$ cat src/logic/rename_cfg.svh
`ifndef RENAME_CFG_SVH
`define RENAME_CFG_SVH

// ====================
// Register file sizes
// ====================
`define RN_ARCH_REGS 32
`define RN_PHYS_REGS 64

// ====================
// Fetch address
// ====================
`define RN_ADDR_W 32

`endif

$ cat src/logic/rename_pkg.sv
`default_nettype none

`include "rename_cfg.svh"

package rename_pkg;

  // ====================
  // Widths
  // ====================
  typedef logic [$clog2(`RN_ARCH_REGS)-1:0] arch_reg_t;
  typedef logic [$clog2(`RN_PHYS_REGS)-1:0] phys_tag_t;   // Tag 0 stays with r0
  typedef logic [`RN_ADDR_W-1:0] instr_addr_t;
  typedef logic [$clog2(`RN_PHYS_REGS):0] free_count_t;

  // ====================
  // Instruction records
  // ====================
  typedef struct packed {
    logic        valid;
    instr_addr_t address;
    arch_reg_t   rs_1;
    arch_reg_t   rs_2;
    arch_reg_t   rd;
    logic        writes;
    logic        jumps;
  } decoded_instr_t;

  typedef struct packed {
    logic        valid;
    instr_addr_t address;
    phys_tag_t   rs_1;     // Physical source tags
    phys_tag_t   rs_2;
    arch_reg_t   rd;
    phys_tag_t   rn;       // Newly allocated tag, 0 if none
    logic        writes;
    logic        jumps;
    logic        tag;      // Speculative, behind an open jump
  } renamed_instr_t;

  typedef struct packed {
    decoded_instr_t slot_1;
    decoded_instr_t slot_0;
  } decoded_bundle_t;

  typedef struct packed {
    renamed_instr_t slot_1;
    renamed_instr_t slot_0;
  } renamed_bundle_t;

endpackage

`default_nettype wire

$ cat src/logic/free_list.sv
`timescale 1ns/1ps
`default_nettype none

`include "rename_cfg.svh"

module free_list import rename_pkg::*; (
  input  logic        global_bus,
  input  logic        rst_n,
  input  logic [1:0]  alloc_num,
  input  logic        free_valid,
  input  phys_tag_t   free_tag,
  output phys_tag_t   alloc_tag_0,
  output phys_tag_t   alloc_tag_1,
  output free_count_t avail
);

  localparam int FL_DEPTH = `RN_PHYS_REGS - `RN_ARCH_REGS;
  localparam int PTR_W    = $clog2(FL_DEPTH);

  phys_tag_t        fifo_q [FL_DEPTH];
  logic [PTR_W-1:0] head_q;
  logic [PTR_W-1:0] tail_q;
  free_count_t      count_q;

  // ====================
  // Head view
  // ====================
  always_comb begin
    alloc_tag_0 = fifo_q[head_q];
    alloc_tag_1 = fifo_q[head_q + PTR_W'(1)];   // Wraps around the ring
    avail       = count_q;
  end

  // ====================
  // Pointers and count
  // ====================
  always_ff @(posedge global_bus) begin
    if (!rst_n) begin
      head_q  <= '0;
      tail_q  <= '0;                      // Full ring, tail meets head
      count_q <= free_count_t'(FL_DEPTH);
    end else begin
      head_q  <= head_q + PTR_W'(alloc_num);
      count_q <= count_q - free_count_t'(alloc_num) + free_count_t'(free_valid);
      if (free_valid) begin
        tail_q <= tail_q + PTR_W'(1);
      end
    end
  end

  // ====================
  // Tag storage
  // ====================
  always_ff @(posedge global_bus) begin
    if (!rst_n) begin
      for (int i = 0; i < FL_DEPTH; i++) begin
        fifo_q[i] <= phys_tag_t'(`RN_ARCH_REGS + i);   // Tags above the arch set
      end
    end else if (free_valid) begin
      fifo_q[tail_q] <= free_tag;
    end
  end

endmodule

`default_nettype wire

$ cat src/logic/ip_resolver.sv
`timescale 1ns/1ps
`default_nettype none

module ip_resolver import rename_pkg::*; (
  input  logic              global_bus,
  input  logic              rst_n,
  input  decoded_bundle_t   in_bundle,
  input  logic              branch_resolve,
  input  phys_tag_t [3:0]   src_tag,
  input  phys_tag_t         alloc_tag_0,
  input  phys_tag_t         alloc_tag_1,
  input  free_count_t       avail,
  output arch_reg_t [3:0]   src_reg,
  output logic      [1:0]   alloc_num,
  output logic      [1:0]   map_wr_en,
  output arch_reg_t [1:0]   map_wr_reg,
  output phys_tag_t [1:0]   map_wr_tag,
  output renamed_bundle_t   out_bundle,
  output logic              stop
);

  decoded_instr_t  s0;
  decoded_instr_t  s1;
  logic            need_0;
  logic            need_1;
  logic [1:0]      num_need;
  logic            offered;
  logic            accept;
  logic            has_jump;
  phys_tag_t       rn_0;
  phys_tag_t       rn_1;
  renamed_bundle_t ren;
  renamed_bundle_t out_q;
  logic [1:0]      out_vld_q;
  logic            tag_active;

  // ====================
  // Allocation and stop
  // ====================
  always_comb begin
    s0       = in_bundle.slot_0;
    s1       = in_bundle.slot_1;
    need_0   = s0.valid && s0.writes && (s0.rd != '0);
    need_1   = s1.valid && s1.writes && (s1.rd != '0);
    num_need = 2'(need_0) + 2'(need_1);
    offered  = s0.valid || s1.valid;
    stop     = offered && (free_count_t'(num_need) > avail);
    accept   = offered && !stop;
    has_jump = (s0.valid && s0.jumps) || (s1.valid && s1.jumps);
    rn_0     = need_0 ? alloc_tag_0 : '0;
    rn_1     = need_1 ? (need_0 ? alloc_tag_1 : alloc_tag_0) : '0;   // Next free head
    alloc_num = accept ? num_need : 2'd0;
    src_reg  = {s1.rs_2, s1.rs_1, s0.rs_2, s0.rs_1};
    map_wr_en  = {accept && need_1, accept && need_0};
    map_wr_reg = {s1.rd, s0.rd};
    map_wr_tag = {rn_1, rn_0};
  end

  // ====================
  // Renamed bundle
  // ====================
  always_comb begin
    ren.slot_0.valid   = s0.valid;
    ren.slot_0.address = s0.address;
    ren.slot_0.rs_1    = src_tag[0];
    ren.slot_0.rs_2    = src_tag[1];
    ren.slot_0.rd      = s0.rd;
    ren.slot_0.rn      = rn_0;
    ren.slot_0.writes  = s0.writes;
    ren.slot_0.jumps   = s0.jumps;
    ren.slot_0.tag     = s0.jumps ? 1'b0 : tag_active;

    ren.slot_1.valid   = s1.valid;
    ren.slot_1.address = s1.address;
    ren.slot_1.rs_1    = (need_0 && s0.rd == s1.rs_1) ? rn_0 : src_tag[2];   // In-bundle bypass
    ren.slot_1.rs_2    = (need_0 && s0.rd == s1.rs_2) ? rn_0 : src_tag[3];
    ren.slot_1.rd      = s1.rd;
    ren.slot_1.rn      = rn_1;
    ren.slot_1.writes  = s1.writes;
    ren.slot_1.jumps   = s1.jumps;
    if (s1.jumps) ren.slot_1.tag = 1'b0;
    else if (s0.jumps) ren.slot_1.tag = 1'b1;    // Behind slot 0's jump
    else ren.slot_1.tag = tag_active;
  end

  // ====================
  // Control state
  // ====================
  always_ff @(posedge global_bus) begin
    if (!rst_n) begin
      tag_active <= 1'b0;
      out_vld_q  <= 2'b00;
    end else begin
      out_vld_q <= accept ? {s1.valid, s0.valid} : 2'b00;
      if (accept && has_jump) tag_active <= 1'b1;   // Set beats resolve
      else if (branch_resolve) tag_active <= 1'b0;
    end
  end

  always_ff @(posedge global_bus) begin
    if (accept) begin
      out_q <= ren;
    end
  end

  always_comb begin
    out_bundle              = out_q;
    out_bundle.slot_0.valid = out_vld_q[0];
    out_bundle.slot_1.valid = out_vld_q[1];
  end

endmodule

`default_nettype wire

$ cat src/logic/map_table.sv
`timescale 1ns/1ps
`default_nettype none

`include "rename_cfg.svh"

module map_table import rename_pkg::*; (
  input  logic                global_bus,
  input  logic                rst_n,
  input  arch_reg_t [3:0]     rd_reg,
  output phys_tag_t [3:0]     rd_tag,
  input  logic      [1:0]     wr_en,
  input  arch_reg_t [1:0]     wr_reg,
  input  phys_tag_t [1:0]     wr_tag
);

  phys_tag_t map_q [`RN_ARCH_REGS];

  // ====================
  // Source lookups
  // ====================
  always_comb begin
    for (int i = 0; i < 4; i++) begin
      rd_tag[i] = map_q[rd_reg[i]];
    end
  end

  // ====================
  // Updates
  // ====================
  always_ff @(posedge global_bus) begin
    if (!rst_n) begin
      for (int i = 0; i < `RN_ARCH_REGS; i++) begin
        map_q[i] <= phys_tag_t'(i);       // Identity map
      end
    end else begin
      if (wr_en[0]) begin
        map_q[wr_reg[0]] <= wr_tag[0];
      end
      if (wr_en[1]) begin
        map_q[wr_reg[1]] <= wr_tag[1];    // Younger slot wins
      end
    end
  end

endmodule

`default_nettype wire

$ cat src/logic/rename_top.sv
`timescale 1ns/1ps
`default_nettype none

module rename_top import rename_pkg::*; (
  input  logic            global_bus,
  input  logic            rst_n,
  input  decoded_bundle_t in_bundle,
  input  logic            free_valid,
  input  phys_tag_t       free_tag,
  input  logic            branch_resolve,
  output renamed_bundle_t out_bundle,
  output logic            stop
);

  arch_reg_t [3:0] src_reg;
  phys_tag_t [3:0] src_tag;
  phys_tag_t       alloc_tag_0;
  phys_tag_t       alloc_tag_1;
  free_count_t     avail;
  logic      [1:0] alloc_num;
  logic      [1:0] map_wr_en;
  arch_reg_t [1:0] map_wr_reg;
  phys_tag_t [1:0] map_wr_tag;

  // ====================
  // Resolver
  // ====================
  ip_resolver u_ip_resolver (
    .global_bus     (global_bus),
    .rst_n          (rst_n),
    .in_bundle      (in_bundle),
    .branch_resolve (branch_resolve),
    .src_tag        (src_tag),
    .alloc_tag_0    (alloc_tag_0),
    .alloc_tag_1    (alloc_tag_1),
    .avail          (avail),
    .src_reg        (src_reg),
    .alloc_num      (alloc_num),
    .map_wr_en      (map_wr_en),
    .map_wr_reg     (map_wr_reg),
    .map_wr_tag     (map_wr_tag),
    .out_bundle     (out_bundle),
    .stop           (stop)
  );

  // ====================
  // Rename state
  // ====================
  map_table u_map_table (
    .global_bus (global_bus),
    .rst_n      (rst_n),
    .rd_reg     (src_reg),
    .rd_tag     (src_tag),
    .wr_en      (map_wr_en),
    .wr_reg     (map_wr_reg),
    .wr_tag     (map_wr_tag)
  );

  free_list u_free_list (
    .global_bus  (global_bus),
    .rst_n       (rst_n),
    .alloc_num   (alloc_num),
    .free_valid  (free_valid),       // Tags back from commit
    .free_tag    (free_tag),
    .alloc_tag_0 (alloc_tag_0),
    .alloc_tag_1 (alloc_tag_1),
    .avail       (avail)
  );

endmodule

`default_nettype wire

$ cat config.mk
export PLATFORM = sky130hd
export DESIGN_NAME = rename_top
export DESIGN_NICKNAME = d
export VERILOG_FILES = /design/src/logic/rename_pkg.sv /design/src/logic/free_list.sv /design/src/logic/ip_resolver.sv /design/src/logic/map_table.sv /design/src/logic/rename_top.sv
export VERILOG_INCLUDE_DIRS = /design/src /design/src/logic
export SDC_FILE = /design/constraint.sdc
export NUM_CORES = 1
export LEC_CHECK = 0
export ABC_AREA = 1
export BUFFER_PORTS_ARGS = -buffer_cell sky130_fd_sc_hd__clkbuf_2
export CAP_MARGIN = 20
export CORE_ASPECT_RATIO = 0.9
export CORE_MARGIN = 3
export CORE_UTILIZATION = 35
export CTS_CLUSTER_DIAMETER = 150
export DETAILED_ROUTE_END_ITERATION = 8
export GPL_ROUTABILITY_DRIVEN = 0
export PLACE_DENSITY = 0.54
export SYNTH_ARGS = -nofsm -noshare
export SYNTH_HDL_FRONTEND = slang
export SYNTH_HIERARCHICAL = 1
export SYNTH_SLANG_ARGS = --single-unit
$ cat constraint.sdc
create_clock -name global_bus -period 14.9 [get_ports global_bus]
set_clock_uncertainty 0.1 [all_clocks]
set_input_delay 2.98 -clock global_bus [delete_from_list [all_inputs] [get_ports global_bus]]
set_output_delay 2.98 -clock global_bus [all_outputs]
set_load 0.01 [all_outputs]
Word-level counts from Yosys, hierarchy flattened
Memories as Yosys holds them, arrays and structs flattened. A register that Yosys moved wholly into a read port is not among the register bits.
Index checks and enable logic that the tools add are counted.
{"block": "word_totals", "inputBits": 110, "mem_count": 2, "mem_bits_rw": 384, "ff_bits": 124, "output_inout_bits": 119}
{"name": "u_free_list.fifo_q", "depth": 32, "word_bits": 6, "read_ports": 2, "rd_clocked_by_memory_dff": 1, "write_ports": 32, "line_no": "free_list.sv:20", "rtl": "phys_tag_t fifo_q [FL_DEPTH];"}
{"name": "u_map_table.map_q", "depth": 32, "word_bits": 6, "read_ports": 4, "rd_clocked_by_memory_dff": 2, "write_ports": 32, "line_no": "map_table.sv:16", "rtl": "phys_tag_t map_q [`RN_ARCH_REGS];"}
{"block": "classes", "addsub": 6, "reduce_logical": 23, "order_cmp": 1, "mux": 29, "n_eq_ne": 2}
{"cell": "6-bit 2-to-1 mux", "count": 8}
{"cell": "5-bit 2-to-1 mux", "count": 4}
{"cell": "6-bit OR reduction", "count": 3}
{"cell": "1-bit 2-to-1 mux", "count": 16}
{"cell": "1-bit logical AND", "count": 13}
{"cell": "5-bit by 1-bit adder with 5-bit output, second input constant", "count": 2}
{"cell": "5-bit equality test", "count": 2}
{"cell": "5-bit nonzero test", "count": 2}
{"cell": "7-bit by 1-bit adder with 7-bit output", "count": 1}
{"cell": "2-bit by 7-bit greater-than comparator with 1-bit output", "count": 1}
{"cell": "7-bit by 2-bit subtractor with 7-bit output", "count": 1}
{"cell": "5-bit by 2-bit adder with 5-bit output", "count": 1}
{"cell": "1-bit by 1-bit adder with 2-bit output", "count": 1}
{"cell": "1-bit logical OR", "count": 2}
{"cell": "2-bit 2-to-1 mux", "count": 1}
{"cell": "2-bit AND reduction", "count": 1}
{"cell": "2-bit nonzero test", "count": 1}
{"cell": "1-bit logical NOT", "count": 1}

Logic depth before layout (Yosys ltp)
{"block": "depth", "ltp_word": 13, "mapped_depth": 22, "mapped_depth_nobuf": 21}

Hierarchy
The synthesis kept the hierarchy.
{"mod": "map_table", "cells_per_inst": 2596, "area_each_um2": 16373.2, "n_inst": 1}
{"mod": "free_list", "cells_per_inst": 1752, "area_each_um2": 12834.8, "n_inst": 1}
{"mod": "ip_resolver", "cells_per_inst": 305, "area_each_um2": 4608.2, "n_inst": 1}

Least setup slack after synthesis
No wires, ideal clock.
{"block": "synth_timing", "kind": "input port to output port", "startpoint": "in in_bundle[55] in the netlist's numbering", "endpoint": "out stop", "cell_stages": 10, "arrival_ps": 4567, "required_time_ps": 11820, "setup_slack_ps": 7253, "path_cell_list": "nor3_1 nand2_1 nand3_1 inv_1 ha_1 inv_1 ha_1 a21oi_1 nand4_1 a21oi_1"}
{"block": "synth_via", "elab_chain_len": 5}
{"item": "start: declaration", "line_no": "rename_top.sv:7", "rtl": "input decoded_bundle_t in_bundle,"}
{"item": "5-bit nonzero test", "line_no": "ip_resolver.sv:44", "rtl": "need_1 = s1.valid && s1.writes && (s1.rd != '0);"}
{"item": "1-bit logical AND", "line_no": "ip_resolver.sv:44"}
{"item": "1-bit by 1-bit adder with 2-bit output", "line_no": "ip_resolver.sv:45", "rtl": "num_need = 2'(need_0) + 2'(need_1);"}
{"item": "2-bit by 7-bit greater-than comparator with 1-bit output", "line_no": "ip_resolver.sv:47", "rtl": "stop = offered && (free_count_t'(num_need) > avail);"}
{"item": "1-bit logical AND", "line_no": "ip_resolver.sv:47"}
{"item": "end: declaration", "line_no": "rename_top.sv:12", "rtl": "output logic stop"}
Every way passes these cells.

Worst setup path in the final report
Same ends and word-level chain as after synthesis.

==> flow_metrics.tcl <==
set metrics [dict create \
    status "finished clean" \
    slew_headroom 0.2188 \
    synthTopCellsByArea "edfxtp_1 (44%), nand2_1 (20%), nand3_1 (14%)" \
    fmax_mhz 116.2 \
    critPathSlowestCell "nand3_1" \
    htreeDepth 2 \
    dpl.cell_count 5835 \
    vias 33200 \
    wl_per_cell_um 23.04 \
    grt_pass1_wl_mm 198.6 \
    n_antenna_cell 0 \
    cts_buffers 60 \
    synth_edf_count 500 \
    ys_seq_area_frac 0.4558 \
    instances_no_fill 5948 \
    synth_nets 4783 \
    max_slew.worst_pin.slew_ns 1.171 \
    synth_cell_type_count 43 \
    grt_pass1_vias 29840 \
    drt-vias-per-instance 5.581 \
    drt_iter0_markers 4986 \
    fin_area_um2 37250 \
    crit_chain "clkbuf_2 > nor3_1 > nand2_1 > nand3_1 > inv_1 > ha_1 > inv_1 > ha_1 > a21oi_1 > nand4_1 > a21oi_1 > clkbuf_2" \
    power_density_nw_per_um2 113.5 \
    final-setup-viol-count 0 \
    cts_sinks 520 \
    required_ns 11.82 \
    synth.avg_cell_area_um2 7.268 \
    track_usage 0.2646 \
    dpl_cell_area_um2 35220 \
    period_share 0.5776 \
    crit_path_max_fanout 9 \
    io_pins 229 \
    rsz0062_at_grt "false" \
    drt-total-wl_mm 137.1 \
    firstDrtPassIters 6 \
    vdd_ir_drop_max_uv 86.51 \
    period_needed_ns 8.607 \
    critPathKind "in2out" \
    synth.top_cell.area_share 0.4440 \
    drive_gt1_frac 0.1093 \
    antenna_left 0 \
    fillers 9852 \
    cp-start-kind "input pin" \
    grt_start_max_net_pins 89 \
    synthCells 4653 \
    critical_path.top_delay_family "simple AND/OR/NAND/NOR gates" \
    core-area_um2 95190 \
    clk_path_buf_depth 3 \
    yosys.area.top_type "edfxtp_1" \
    antenna_found_initial 4 \
    tritoncts "yes" \
    fp.dieH_um 300.9 \
    cts.repair.resized 0 \
    finalPower_mw 4.227 \
    yosys-top-cells-count "nand2_1 (1827), nand3_1 (971), edfxtp_1 (500)" \
    hold_class "reg2reg" \
    nets 4774 \
    synth_flop_cell "edfxtp_1" \
    post_cts_buffers 0 \
    final_util 0.3914 \
    cp_num_buf_inv 4 \
    hold_viol 0 \
    drc_errors 0 \
    finalMaxSlewViolations 0 \
    io_buffers 228 \
    insertion_delay_ns 0.70 \
    synth_most_common_cell "nand2_1" \
    num_rows 107 \
    power_leakage_nw 16.22 \
    synthesis.area_um2 33820 \
    yosysWarnings 6 \
    cts.clk_slew.worst_paths_ns 0.06 \
    async_flop_share 0 \
    dp_slack_ns 6.289 \
    cap_violations 0 \
    hpwl_mm 88.97 \
    die_w_um 333.6 \
    cp-end-kind "output port" \
    grt.overflow.total 0 \
    start_util 0.3553 \
    crit_arrival_ns 5.53 \
    hold_slack_ns 0.4198 \
    seqCellArea_um2 15420 \
    synth-seq-cells 520 \
    slowest_delay_ns 0.41 \
    syn2layout_area_growth_pct 10.16 \
    ctsHoldBuffers 0 \
    dieArea_um2 100400 \
    fin_ws_ns 6.293 \
    multi_input_area_um2 15190 \
    setup-tns-final_ns 0 \
    cts-root-buf "clkbuf_16" \
]
per-layer routing:
layer	track usage	vias to the layer above	share of wire
li1	-	15240	-
met1	0.3805	15470	0.42
met2	0.3779	2170	0.41
met3	0.07175	321	0.13
met4	0.09810	2	0.040
met5	0	-	0.000058
power by group:
part           total, mW  switching, mW  internal (mW)
combinational      0.921          0.679          0.242
sequential          1.75         0.0536           1.70
clock               1.55          0.650          0.905
cells by family (layout without fill, tap and decap cells):
group / after synthesis / count (layout) / share of synthesized area
simple gates: 3091 / 3091 / 0.3927
buf+inv: 744 / 786 / 0.09531
flops: 520 / 520 / 0.4558
compound gates: 265 / 265 / 0.04429
fa+ha+maj: 20 / 20 / 0.007844
xor+xnor: 13 / 13 / 0.004033
final timing paths:
path | start | endpoint | slack, ns | cells after the start
worst max-delay path | in_bundle[55] | stop | 6.29 | 12
worst min-delay path | u_free_list/tail_q[4] | u_free_list/tail_q[4] | 0.42 | 2
worst max register to register | u_free_list/head_q[0] | u_map_table/map_q[1][1] | 9.41 | 15
worst min register to register | u_free_list/tail_q[4] | u_free_list/tail_q[4] | 0.42 | 2
state kept, by name, summed over array words and instances (netlist names):
signal / count
u_free_list/fifo_q: 192
u_map_table/map_q: 192
u_ip_resolver/out_bundle: 116
u_free_list/avail: 7
u_free_list/head_q: 5
u_free_list/tail_q: 5
u_ip_resolver/out_vld_q: 2
u_ip_resolver/tag_active: 1
layout by cell type (no fill, tap or decap), drive strengths merged, types with 18 or more instances in the layout:
master,synthesis,layout
o21ai,138,138
dfxtp,20,20
o22ai,63,63
ha,18,18
nand2,1840,1840
clkinv,1,24
buf,200,58
clkbuf,152,300
inv,391,394
edfxtp,500,500
nor3,36,36
nand3,975,975
nor2,228,228
a21oi,29,29
a22oi,23,23
worst min-delay path, stage by stage (launching register included):
cell and delay [ns]:
dfxtp_1 0.35, nand2_1 0.08, a21oi_1 0.05
area by class of cell:
type,instances,area share
Timing Repair Buffer,281,0.04165
Clock buffer,77,0.04336
Inverter,392,0.03983
Clock inverter,36,0.01132
Multi-Input combinational cell,3389,0.4078
Sequential cell,520,0.4139
Tap cell,1253,0.04208
No activity file was read; power rests on OpenSTA's default activity.
